`src/csr_pkg.sv`:
```
package csr_pkg;

    localparam int CSR_ADDR_W = 14;
    localparam int XLEN       = 32;
    localparam int STABLE_W   = 64;
    localparam int IRQ_W      = 9;

    typedef logic [CSR_ADDR_W-1:0] csr_addr_t;
    typedef logic [XLEN-1:0]       csr_data_t;
    typedef logic [5:0]            ecode_t;
    typedef logic [8:0]            esubcode_t;

    // address map
    localparam csr_addr_t CSR_CRMD      = 14'h000;
    localparam csr_addr_t CSR_PRMD      = 14'h001;
    localparam csr_addr_t CSR_ECTL      = 14'h004;
    localparam csr_addr_t CSR_ESTAT     = 14'h005;
    localparam csr_addr_t CSR_ERA       = 14'h006;
    localparam csr_addr_t CSR_EENTRY    = 14'h00c;
    localparam csr_addr_t CSR_SAVE0     = 14'h030;
    localparam csr_addr_t CSR_SAVE1     = 14'h031;
    localparam csr_addr_t CSR_SAVE2     = 14'h032;
    localparam csr_addr_t CSR_SAVE3     = 14'h033;
    localparam csr_addr_t CSR_TID       = 14'h040;
    localparam csr_addr_t CSR_TCFG      = 14'h041;
    localparam csr_addr_t CSR_TVAL      = 14'h042;
    localparam csr_addr_t CSR_CNTC      = 14'h043;
    localparam csr_addr_t CSR_TICLR     = 14'h044;
    localparam csr_addr_t CSR_PERF_BASE = 14'h200;

    // field positions, low bit plus width for multi-bit fields
    localparam int PLV_W          = 2;
    localparam int DAT_W          = 2;
    localparam int CRMD_PLV_LO    = 0;
    localparam int CRMD_IE        = 2;
    localparam int CRMD_DA        = 3;
    localparam int CRMD_PG        = 4;
    localparam int CRMD_DATF_LO   = 5;
    localparam int CRMD_DATM_LO   = 7;
    localparam int PRMD_PPLV_LO   = 0;
    localparam int PRMD_PIE       = 2;
    localparam int IS_W           = 13;
    localparam int ECTL_LIE_LO    = 0;
    localparam int SWI_W          = 2;
    localparam int ESTAT_IS_LO    = 0;
    localparam int ESTAT_HWI_LO   = 2;
    localparam int ESTAT_TI       = 11;
    localparam int ESTAT_ECODE_LO = 16;
    localparam int ESTAT_ESUB_LO  = 22;
    localparam int INITVAL_W      = 30;
    localparam int TCFG_EN        = 0;
    localparam int TCFG_PERIODIC  = 1;
    localparam int TCFG_INITVAL_LO = 2;
    localparam int TICLR_CLR      = 0;
    localparam int EENTRY_VA_W    = 26;
    localparam int EENTRY_VA_LO   = 6;

    // one-hot write selects, one per writable register
    localparam int WSEL_W      = 14;
    localparam int WSEL_CRMD   = 0;
    localparam int WSEL_PRMD   = 1;
    localparam int WSEL_ECTL   = 2;
    localparam int WSEL_ESTAT  = 3;
    localparam int WSEL_ERA    = 4;
    localparam int WSEL_EENTRY = 5;
    localparam int WSEL_SAVE0  = 6;
    localparam int WSEL_TID    = 10;
    localparam int WSEL_TCFG   = 11;
    localparam int WSEL_CNTC   = 12;
    localparam int WSEL_TICLR  = 13;

    typedef logic [WSEL_W-1:0] csr_wsel_t;

endpackage

```
`src/csr_write_decode.sv`:
```
module csr_write_decode
    import csr_pkg::*;
(
    input  logic      we1_i,
    input  csr_addr_t waddr1_i,
    input  csr_data_t wdata1_i,
    input  logic      we2_i,
    input  csr_addr_t waddr2_i,
    input  csr_data_t wdata2_i,
    output csr_wsel_t wsel_o,
    output csr_data_t wdata_o
);

    logic      we;
    csr_addr_t waddr;

    // port 1 has priority, port 2 is dropped on collision
    assign we      = we1_i | we2_i;
    assign waddr   = we1_i ? waddr1_i : waddr2_i;
    assign wdata_o = we1_i ? wdata1_i : wdata2_i;

    always_comb begin
        wsel_o = '0;
        if (we) begin
            case (waddr)
                CSR_CRMD:   wsel_o[WSEL_CRMD]     = 1'b1;
                CSR_PRMD:   wsel_o[WSEL_PRMD]     = 1'b1;
                CSR_ECTL:   wsel_o[WSEL_ECTL]     = 1'b1;
                CSR_ESTAT:  wsel_o[WSEL_ESTAT]    = 1'b1;
                CSR_ERA:    wsel_o[WSEL_ERA]      = 1'b1;
                CSR_EENTRY: wsel_o[WSEL_EENTRY]   = 1'b1;
                CSR_SAVE0:  wsel_o[WSEL_SAVE0]    = 1'b1;
                CSR_SAVE1:  wsel_o[WSEL_SAVE0+1]  = 1'b1;
                CSR_SAVE2:  wsel_o[WSEL_SAVE0+2]  = 1'b1;
                CSR_SAVE3:  wsel_o[WSEL_SAVE0+3]  = 1'b1;
                CSR_TID:    wsel_o[WSEL_TID]      = 1'b1;
                CSR_TCFG:   wsel_o[WSEL_TCFG]     = 1'b1;
                CSR_CNTC:   wsel_o[WSEL_CNTC]     = 1'b1;
                CSR_TICLR:  wsel_o[WSEL_TICLR]    = 1'b1;
                // tval is read only
                default:    wsel_o                = '0;
            endcase
        end
    end

endmodule

```
`src/csr_priv_regs.sv`:
```
module csr_priv_regs
    import csr_pkg::*;
(
    input  logic             clk,
    input  logic             rst,
    input  csr_wsel_t        wsel_i,
    input  csr_data_t        wdata_i,
    input  logic             excp_flush_i,
    input  logic             ertn_flush_i,
    input  ecode_t           ecode_i,
    input  esubcode_t        esubcode_i,
    input  csr_data_t        era_i,
    input  logic [IRQ_W-1:0] irq_i,
    input  logic             ti_i,
    output csr_data_t        crmd_o,
    output csr_data_t        prmd_o,
    output csr_data_t        ectl_o,
    output csr_data_t        estat_o,
    output csr_data_t        era_o,
    output csr_data_t        eentry_o,
    output csr_data_t        save0_o,
    output csr_data_t        save1_o,
    output csr_data_t        save2_o,
    output csr_data_t        save3_o,
    output logic [PLV_W-1:0] plv_o,
    output logic             has_int_o
);

    logic [PLV_W-1:0]       crmd_plv_q;
    logic                   crmd_ie_q;
    logic                   crmd_da_q;
    logic                   crmd_pg_q;
    logic [DAT_W-1:0]       crmd_datf_q;
    logic [DAT_W-1:0]       crmd_datm_q;
    logic [PLV_W-1:0]       prmd_pplv_q;
    logic                   prmd_pie_q;
    logic [IS_W-1:0]        ectl_lie_q;
    logic [SWI_W-1:0]       estat_swi_q;
    logic [IRQ_W-1:0]       estat_hwi_q;
    ecode_t                 estat_ecode_q;
    esubcode_t              estat_esub_q;
    csr_data_t              era_q;
    logic [EENTRY_VA_W-1:0] eentry_va_q;
    csr_data_t              save_q [4];
    logic [IS_W-1:0]        estat_is;

    always_ff @(posedge clk) begin
        if (rst) begin
            crmd_plv_q  <= '0;
            crmd_ie_q   <= 1'b0;
            crmd_da_q   <= 1'b1;
            crmd_pg_q   <= 1'b0;
            crmd_datf_q <= '0;
            crmd_datm_q <= '0;
        end else if (excp_flush_i) begin
            crmd_plv_q <= '0;
            crmd_ie_q  <= 1'b0;
        end else if (ertn_flush_i) begin
            crmd_plv_q <= prmd_pplv_q;
            crmd_ie_q  <= prmd_pie_q;
        end else if (wsel_i[WSEL_CRMD]) begin
            crmd_plv_q  <= wdata_i[CRMD_PLV_LO +: PLV_W];
            crmd_ie_q   <= wdata_i[CRMD_IE];
            crmd_da_q   <= wdata_i[CRMD_DA];
            crmd_pg_q   <= wdata_i[CRMD_PG];
            crmd_datf_q <= wdata_i[CRMD_DATF_LO +: DAT_W];
            crmd_datm_q <= wdata_i[CRMD_DATM_LO +: DAT_W];
        end
    end

    // exception entry stacks plv and ie
    always_ff @(posedge clk) begin
        if (rst) begin
            prmd_pplv_q <= '0;
            prmd_pie_q  <= 1'b0;
        end else if (excp_flush_i) begin
            prmd_pplv_q <= crmd_plv_q;
            prmd_pie_q  <= crmd_ie_q;
        end else if (wsel_i[WSEL_PRMD]) begin
            prmd_pplv_q <= wdata_i[PRMD_PPLV_LO +: PLV_W];
            prmd_pie_q  <= wdata_i[PRMD_PIE];
        end
    end

    always_ff @(posedge clk) begin
        if (rst) begin
            ectl_lie_q <= '0;
        end else if (wsel_i[WSEL_ECTL]) begin
            ectl_lie_q <= wdata_i[ECTL_LIE_LO +: IS_W];
        end
    end

    always_ff @(posedge clk) begin
        if (rst) begin
            estat_swi_q   <= '0;
            estat_hwi_q   <= '0;
            estat_ecode_q <= '0;
            estat_esub_q  <= '0;
        end else begin
            estat_hwi_q <= irq_i;
            if (excp_flush_i) begin
                estat_ecode_q <= ecode_i;
                estat_esub_q  <= esubcode_i;
            end else if (wsel_i[WSEL_ESTAT]) begin
                estat_swi_q <= wdata_i[ESTAT_IS_LO +: SWI_W];
            end
        end
    end

    always_ff @(posedge clk) begin
        if (excp_flush_i) begin
            era_q <= era_i;
        end else if (wsel_i[WSEL_ERA]) begin
            era_q <= wdata_i;
        end
    end

    always_ff @(posedge clk) begin
        if (wsel_i[WSEL_EENTRY]) begin
            eentry_va_q <= wdata_i[EENTRY_VA_LO +: EENTRY_VA_W];
        end
        for (int k = 0; k < 4; k++) begin
            if (wsel_i[WSEL_SAVE0+k]) begin
                save_q[k] <= wdata_i;
            end
        end
    end

    // register views, undefined bits read 0
    always_comb begin
        crmd_o = '0;
        crmd_o[CRMD_PLV_LO +: PLV_W]  = crmd_plv_q;
        crmd_o[CRMD_IE]               = crmd_ie_q;
        crmd_o[CRMD_DA]               = crmd_da_q;
        crmd_o[CRMD_PG]               = crmd_pg_q;
        crmd_o[CRMD_DATF_LO +: DAT_W] = crmd_datf_q;
        crmd_o[CRMD_DATM_LO +: DAT_W] = crmd_datm_q;

        prmd_o = '0;
        prmd_o[PRMD_PPLV_LO +: PLV_W] = prmd_pplv_q;
        prmd_o[PRMD_PIE]              = prmd_pie_q;

        ectl_o = '0;
        ectl_o[ECTL_LIE_LO +: IS_W] = ectl_lie_q;

        estat_o = '0;
        estat_o[ESTAT_IS_LO +: SWI_W]                = estat_swi_q;
        estat_o[ESTAT_HWI_LO +: IRQ_W]               = estat_hwi_q;
        estat_o[ESTAT_TI]                            = ti_i;
        estat_o[ESTAT_ECODE_LO +: $bits(ecode_t)]    = estat_ecode_q;
        estat_o[ESTAT_ESUB_LO +: $bits(esubcode_t)]  = estat_esub_q;

        eentry_o = '0;
        eentry_o[EENTRY_VA_LO +: EENTRY_VA_W] = eentry_va_q;
    end

    assign era_o   = era_q;
    assign save0_o = save_q[0];
    assign save1_o = save_q[1];
    assign save2_o = save_q[2];
    assign save3_o = save_q[3];

    assign estat_is  = estat_o[ESTAT_IS_LO +: IS_W];
    assign has_int_o = (|(ectl_lie_q & estat_is)) & crmd_ie_q;

    // privilege level seen by the pipeline in the flush cycle
    assign plv_o = excp_flush_i ? '0 : (ertn_flush_i ? prmd_pplv_q : crmd_plv_q);

endmodule

```
`src/csr_timer.sv`:
```
module csr_timer
    import csr_pkg::*;
(
    input  logic                clk,
    input  logic                rst,
    input  csr_wsel_t           wsel_i,
    input  csr_data_t           wdata_i,
    output csr_data_t           tcfg_o,
    output csr_data_t           tval_o,
    output csr_data_t           cntc_o,
    output csr_data_t           tid_o,
    output logic                ti_o,
    output logic [STABLE_W-1:0] timer_64_o
);

    logic                 tcfg_en_q;
    logic                 tcfg_periodic_q;
    logic [INITVAL_W-1:0] tcfg_initval_q;
    logic                 timer_en_q;
    csr_data_t            tval_q;
    logic                 ti_q;
    logic [STABLE_W-1:0]  stable_q;
    csr_data_t            cntc_q;
    csr_data_t            tid_q;
    logic                 tcfg_we;
    logic                 ticlr_clr;
    logic                 expire;

    assign tcfg_we   = wsel_i[WSEL_TCFG];
    assign ticlr_clr = wsel_i[WSEL_TICLR] & wdata_i[TICLR_CLR];
    assign expire    = timer_en_q & (tval_q == '0);

    always_ff @(posedge clk) begin
        if (rst) begin
            tcfg_en_q       <= 1'b0;
            tcfg_periodic_q <= 1'b0;
            tcfg_initval_q  <= '0;
        end else if (tcfg_we) begin
            tcfg_en_q       <= wdata_i[TCFG_EN];
            tcfg_periodic_q <= wdata_i[TCFG_PERIODIC];
            tcfg_initval_q  <= wdata_i[TCFG_INITVAL_LO +: INITVAL_W];
        end
    end

    // countdown, initval counts in units of four cycles
    always_ff @(posedge clk) begin
        if (rst) begin
            timer_en_q <= 1'b0;
            tval_q     <= '0;
        end else if (tcfg_we) begin
            timer_en_q <= wdata_i[TCFG_EN];
            tval_q     <= {wdata_i[TCFG_INITVAL_LO +: INITVAL_W], 2'b00};
        end else if (expire) begin
            timer_en_q <= tcfg_periodic_q;
            tval_q     <= tcfg_periodic_q ? {tcfg_initval_q, 2'b00} : '1;
        end else if (timer_en_q) begin
            tval_q <= tval_q - 1'b1;
        end
    end

    // clear beats a same-cycle expiry
    always_ff @(posedge clk) begin
        if (rst) begin
            ti_q <= 1'b0;
        end else if (ticlr_clr) begin
            ti_q <= 1'b0;
        end else if (expire) begin
            ti_q <= 1'b1;
        end
    end

    always_ff @(posedge clk) begin
        if (rst) begin
            stable_q <= '0;
            cntc_q   <= '0;
            tid_q    <= '0;
        end else begin
            stable_q <= stable_q + 1'b1;
            if (wsel_i[WSEL_CNTC]) begin
                cntc_q <= wdata_i;
            end
            if (wsel_i[WSEL_TID]) begin
                tid_q <= wdata_i;
            end
        end
    end

    always_comb begin
        tcfg_o = '0;
        tcfg_o[TCFG_EN]                       = tcfg_en_q;
        tcfg_o[TCFG_PERIODIC]                 = tcfg_periodic_q;
        tcfg_o[TCFG_INITVAL_LO +: INITVAL_W]  = tcfg_initval_q;
    end

    assign tval_o     = tval_q;
    assign cntc_o     = cntc_q;
    assign tid_o      = tid_q;
    assign ti_o       = ti_q;
    assign timer_64_o = stable_q + {{(STABLE_W-XLEN){cntc_q[XLEN-1]}}, cntc_q};

endmodule

```
`src/csr_perf_counters.sv`:
```
module csr_perf_counters
    import csr_pkg::*;
#(
    parameter int NUM_PERF_EVENTS = 4
) (
    input  logic                       clk,
    input  logic                       rst,
    input  logic [NUM_PERF_EVENTS-1:0] perf_event_i,
    input  csr_addr_t                  raddr_i,
    output csr_data_t                  rdata_o
);

    csr_data_t cnt_q [NUM_PERF_EVENTS];

    // one event per cycle at most, wraps at 2^32
    always_ff @(posedge clk) begin
        if (rst) begin
            for (int k = 0; k < NUM_PERF_EVENTS; k++) begin
                cnt_q[k] <= '0;
            end
        end else begin
            for (int k = 0; k < NUM_PERF_EVENTS; k++) begin
                cnt_q[k] <= cnt_q[k] + XLEN'(perf_event_i[k]);
            end
        end
    end

    // counter k sits at base + k
    always_comb begin
        rdata_o = '0;
        for (int k = 0; k < NUM_PERF_EVENTS; k++) begin
            if (raddr_i == CSR_PERF_BASE + csr_addr_t'(k)) begin
                rdata_o = cnt_q[k];
            end
        end
    end

endmodule

```
`src/csr_unit.sv`:
```
module csr_unit
    import csr_pkg::*;
#(
    parameter int NUM_PERF_EVENTS = 4
) (
    input  logic                       clk,
    input  logic                       rst,
    input  logic                       we1_i,
    input  csr_addr_t                  waddr1_i,
    input  csr_data_t                  wdata1_i,
    input  logic                       we2_i,
    input  csr_addr_t                  waddr2_i,
    input  csr_data_t                  wdata2_i,
    input  csr_addr_t                  raddr_i,
    output csr_data_t                  rdata_o,
    input  logic                       excp_flush_i,
    input  logic                       ertn_flush_i,
    input  ecode_t                     ecode_i,
    input  esubcode_t                  esubcode_i,
    input  csr_data_t                  era_i,
    input  logic [IRQ_W-1:0]           irq_i,
    input  logic [NUM_PERF_EVENTS-1:0] perf_event_i,
    output logic [PLV_W-1:0]           plv_o,
    output logic                       has_int_o,
    output csr_data_t                  eentry_o,
    output csr_data_t                  era_o,
    output logic [STABLE_W-1:0]        timer_64_o,
    output csr_data_t                  tid_o
);

    csr_wsel_t wsel;
    csr_data_t wdata;
    logic      ti;
    csr_data_t crmd;
    csr_data_t prmd;
    csr_data_t ectl;
    csr_data_t estat;
    csr_data_t save0;
    csr_data_t save1;
    csr_data_t save2;
    csr_data_t save3;
    csr_data_t tcfg;
    csr_data_t tval;
    csr_data_t cntc;
    csr_data_t perf_rdata;
    csr_data_t reg_rdata;

    csr_write_decode u_write_decode (
        .we1_i    (we1_i),
        .waddr1_i (waddr1_i),
        .wdata1_i (wdata1_i),
        .we2_i    (we2_i),
        .waddr2_i (waddr2_i),
        .wdata2_i (wdata2_i),
        .wsel_o   (wsel),
        .wdata_o  (wdata)
    );

    csr_priv_regs u_priv_regs (
        .clk          (clk),
        .rst          (rst),
        .wsel_i       (wsel),
        .wdata_i      (wdata),
        .excp_flush_i (excp_flush_i),
        .ertn_flush_i (ertn_flush_i),
        .ecode_i      (ecode_i),
        .esubcode_i   (esubcode_i),
        .era_i        (era_i),
        .irq_i        (irq_i),
        .ti_i         (ti),
        .crmd_o       (crmd),
        .prmd_o       (prmd),
        .ectl_o       (ectl),
        .estat_o      (estat),
        .era_o        (era_o),
        .eentry_o     (eentry_o),
        .save0_o      (save0),
        .save1_o      (save1),
        .save2_o      (save2),
        .save3_o      (save3),
        .plv_o        (plv_o),
        .has_int_o    (has_int_o)
    );

    csr_timer u_timer (
        .clk        (clk),
        .rst        (rst),
        .wsel_i     (wsel),
        .wdata_i    (wdata),
        .tcfg_o     (tcfg),
        .tval_o     (tval),
        .cntc_o     (cntc),
        .tid_o      (tid_o),
        .ti_o       (ti),
        .timer_64_o (timer_64_o)
    );

    csr_perf_counters #(
        .NUM_PERF_EVENTS (NUM_PERF_EVENTS)
    ) u_perf_counters (
        .clk          (clk),
        .rst          (rst),
        .perf_event_i (perf_event_i),
        .raddr_i      (raddr_i),
        .rdata_o      (perf_rdata)
    );

    // ticlr and unmapped addresses fall to zero
    always_comb begin
        case (raddr_i)
            CSR_CRMD:   reg_rdata = crmd;
            CSR_PRMD:   reg_rdata = prmd;
            CSR_ECTL:   reg_rdata = ectl;
            CSR_ESTAT:  reg_rdata = estat;
            CSR_ERA:    reg_rdata = era_o;
            CSR_EENTRY: reg_rdata = eentry_o;
            CSR_SAVE0:  reg_rdata = save0;
            CSR_SAVE1:  reg_rdata = save1;
            CSR_SAVE2:  reg_rdata = save2;
            CSR_SAVE3:  reg_rdata = save3;
            CSR_TID:    reg_rdata = tid_o;
            CSR_TCFG:   reg_rdata = tcfg;
            CSR_TVAL:   reg_rdata = tval;
            CSR_CNTC:   reg_rdata = cntc;
            default:    reg_rdata = '0;
        endcase
    end

    assign rdata_o = reg_rdata | perf_rdata;

endmodule

```
`config.mk`:
```
export PLATFORM = sky130hd
export DESIGN_NAME = csr_unit
export DESIGN_NICKNAME = d
export VERILOG_FILES = /design/src/csr_pkg.sv /design/src/csr_write_decode.sv /design/src/csr_priv_regs.sv /design/src/csr_timer.sv /design/src/csr_perf_counters.sv /design/src/csr_unit.sv
export SDC_FILE = /design/constraint.sdc
export NUM_CORES = 1
export LEC_CHECK = 0
export BUFFER_PORTS_ARGS = -buffer_cell sky130_fd_sc_hd__clkbuf_2
export CAP_MARGIN = 20
export CORE_UTILIZATION = 45
export CTS_BUF_LIST = sky130_fd_sc_hd__clkbuf_4 sky130_fd_sc_hd__clkbuf_8 sky130_fd_sc_hd__clkbuf_16
export CTS_CLUSTER_SIZE = 8
export DETAILED_ROUTE_END_ITERATION = 6
export HOLD_SLACK_MARGIN = 0.05
export PLACE_DENSITY = 0.63
export SYNTH_ARGS = -nofsm -noshare
export SYNTH_HDL_FRONTEND = slang
export SYNTH_SLANG_ARGS = --single-unit
```
`constraint.sdc`:
```
create_clock -name clk -period 16.41 [get_ports clk]
set_input_delay 1.641 -clock clk [delete_from_list [all_inputs] [get_ports clk]]
set_output_delay 1.641 -clock clk [all_outputs]
set_load 0.1 [all_outputs]
```
==> summary.txt <==
Cells and area
  • Filler cells: 5629
  • Diode count: 0
  • Proportion of layout cells with a drive suffix above 1: 18.0%
  • Count of nets after finishing: 3685
  • Core Util, Final: 54.2%
  • Non-Filler Instances: 4327
  • P&R area growth vs syn: 18.0%

Routing
  • DR vias: 26000
  • Wire per inst: 22.8 um
  • WL final: 98.6 mm
  • ANT nets after route: 0
  • Drt first pass iters: 7
  • Vias per inst: 6.00
  • DRC errors left: 6
  • Drt initial violations: 2587

Power and ir drop
  • Worst vdd ir: 0.0769 mV
  • Leakage: 13.0 nW
  • Power per cell area: 96.8 mW/mm2

Floorplanning
  • Die X: 254 um
  • Initial Util: 45.9%
  • Core area: 0.0622 mm2
  • # rows: 91
  • Die height: 254 um
  • Die area: 0.0645 mm2
  • IO Pins: 367

Setup path
  • Largest stage delay on the critical path: 0.86 ns
  • Req. time, crit path: 14.77 ns
  • Worst reg2reg path depth: 9
  • Reg2reg setup slack: 13.04 ns
  • FF-to-FF End: u_timer.tval_o[18]
  • CP max-delay cell: nor2_2
  • Crit Reg-Reg Startpoint: u_timer.tval_o[20]
  • Crit-path max FO: 17
  • Crit path capture type: output port
  • Crit path DAT: 5.28 ns
  • Startpoint types: input port
  • Crit path cell chain: clkbuf_2 > or4_1 > nor3_1 > nand4_1 > nor2_2 > buf_4 > a22oi_1 > nand2_1 > a221oi_1 > nand4_1 > clkbuf_2
  • Setup Crit Path Kind: in -> out

Logic synthesis
  • Gate Count Post-Synth: 3123
  • Synth top area cells: dfxtp_1 26%, edfxtp_1 20%, nor2_1 5.4%
  • Most area-hungry cell type in the Yosys netlist: dfxtp_1
  • Ys async rst share: 0%
  • Yosys reg bits: 559
  • Post-Synthesis Cell Area: 0.0286 mm2
  • Commonest cells post-synth: 411 x nor2_1, 373 x dfxtp_1, 247 x nand2_1
  • Unique masters post-synth: 74
  • Post-Syn Area per Cell: 9.14 um2
  • Syn. warnings: 0
  • Count leader, synth: nor2_1
  • Number of synthesized flops with an enable pin: 186
  • Synth Flop Type: dfxtp_1
  • Synth top area share: 26.1%
  • Post-synthesis sequential area ratio: 45.7%

STA
  • Setup Viol. Count Final: 0
  • Setup WS post-layout: 9.49 ns
  • Max_slew headroom: 28.3%
  • Max Transition Viols Final: 0
  • Least-Margin Pin Slew: 1.08 ns
  • Worst Skew: 0.0228 ns
  • RSZ-0062 raised after global routing: no
  • Minimum clock period after layout: 6.92 ns
  • Fin crit share: 42.2%
  • Fmax: 145 MHz
  • Final hold violation count: 0
  • Total Neg Setup Slack: 0 ns

Clock network
  • CTS tree: done
  • Clock Tree Buf Depth: 3
  • CTS root buf: clkbuf_16
  • H-tree levels: 3
  • CTS Sinks: 559
  • Setup Fix Bufs, Post-CTS: 0
  • Reg clk slew, reported paths: 0.05 ns
  • CTS Buf Count: 80
  • # hold bufs at CTS: 0
  • Post-cts resize count: 0
  • Worst-skew pair later-pin latency: 0.63 ns

Worst hold path
  • Worst Hold End: u_timer.stable_q[0]
  • Cells on Worst Hold Path: 1
  • Hold Path Class: reg -> reg
  • Min-delay src: u_timer.stable_q[0]

Placed design
  • Pre-CTS WS: 9.58 ns
  • Final RePlAce weighted congestion: 0.941
  • Placed Instances: 4192
  • I/O Buffers: 360
  • DPL Wire Length: 72.3 mm

Run
  • Max cap viols: 0

Global routing
  • Gr ovfl total: 0
  • Global-route wire length before repair: 147 mm
  • Largest net degree at the start of global routing: 119
  • Vias in the first global route: 24500
  • GRT Util Overall: 29.8%
  • Initial antenna violation count: 0

Run status
  • Outcome: finished with violations
  • Failing checks: DRC
==> cells by family (layout without fill, tap and decap cells) <==
kind of cell	count (synthesis)	after routing	synth area share [%]
AO/OA/AOI/OAI	813	813	19.3
XOR/XNOR	210	210	6.44
adder cells (fa/ha/maj)	75	75	3.31
buffers and inverters	276	638	3.80
flip-flops	559	559	45.7
multiplexers	94	94	3.43
other	1	6	0.0131
AND/OR/NAND/NOR	1095	1095	17.9
==> power by group <==
| part | switching [mW] | internal (mW) | leakage [nW] | total, mW |
|---|---|---|---|---|
| registers | 0.0148 | 1.45 | 4.71 | 1.47 |
| logic | 0.151 | 0.0492 | 7.05 | 0.200 |
| clock network | 0.609 | 0.987 | 1.25 | 1.60 |
==> critical path: cells and delay by family <==
kind,cells,cell delay (ns)
AOI/OAI and AO/OA,2,0.18
and+or+nand+nor,6,2.43
buffers and inverters,3,0.99
==> stage by stage <==
step | hold slack (ns) | instance area [um2] | power (mW)
2_1_floorplan | 0.441 | 28600 | 1.62
3_3_place_gp | 0.459 | 31200 | 1.69
3_5_place_dp | 0.468 | 31200 | 1.69
4_1_cts | 0.480 | 33700 | 3.28
5_1_grt | 0.491 | 33700 | 3.35
6_report | 0.480 | 33700 | 3.26
==> worst max-delay path by stage <==
stage / start / to / slack, ns / depth (start not counted)
floorplan: we1_i / u_priv_regs.eentry_va_q[0] / 9.20 / 6
global placement: raddr_i[8] / rdata_o[16] / 9.62 / 11
detailed placement: raddr_i[8] / rdata_o[16] / 9.58 / 11
CTS: raddr_i[8] / rdata_o[16] / 9.56 / 11
global route: raddr_i[8] / rdata_o[16] / 9.35 / 11
finish: raddr_i[8] / rdata_o[16] / 9.49 / 11
==> registers in the layout, summed over array words and instances (netlist names), 2 cells and up <==
register                   count
u_priv_regs.era_o             32
u_priv_regs.estat_swi_q        2
u_timer.tval_o                32
u_priv_regs.ectl_lie_q        13
u_timer.tcfg_initval_q        30
u_perf_counters.cnt_q        128
u_priv_regs.prmd_pplv_q        2
u_priv_regs.save_q           128
u_timer.tid_o                 32
u_priv_regs.crmd_plv_q         2
u_priv_regs.crmd_datm_q        2
u_priv_regs.crmd_datf_q        2
u_priv_regs.estat_esub_q       9
u_timer.stable_q              64
u_priv_regs.eentry_va_q       26
u_timer.cntc_o                32
u_priv_regs.estat_ecode_q      6
u_priv_regs.estat_hwi_q        9
==> cell type report <==
type / instances / area, um2 / area share (%)
sequential: 559 / 13100 / 38.8
multi-input combinational: 2293 / 14500 / 43.2
clock inverter: 8 / 92.6 / 0.275
clock buffer: 126 / 2360 / 7.02
timing repair buffer: 418 / 2260 / 6.71
tap: 837 / 1050 / 3.11
inverter: 86 / 323 / 0.958
==> placed cells by master, fill, tap and decap left out, types with 8 or more instances in the layout <==
cell and count:
or3_1 56, clkbuf_2 358, mux2i_1 62, a221oi_1 50, nand2_1 247, and3_1 37, dfxtp_1 371, o21a_1 12
clkbuf_4 45, xnor2_1 86, mux2_2 32, ha_1 74, nand4_1 75, nand3_1 106, nand2b_1 18, a211oi_1 130
a21oi_1 183, o22ai_1 8, a31oi_1 17, and2_1 11, nor2_2 13, o21ai_0 117, a22oi_1 139, nor2b_1 26
o31ai_1 10, and4_1 22, a21o_1 36, xor2_1 124, nor2_1 391, nor3_1 47, a222oi_1 22, edfxtp_1 186
nor4_1 13, o21bai_1 20, buf_4 57, a22o_1 18, inv_1 86, clkbuf_16 81
==> metal layers <==
metal	vias to the layer above	GRT usage, %	wire, um
met4	0	14.8	4830
met3	230	5.64	8190
met1	12400	38.2	40400
met5	-	0	0
li1	12100	-	-
met2	1226	47.9	45200
Note: power is estimated with default switching activity, not from simulation.
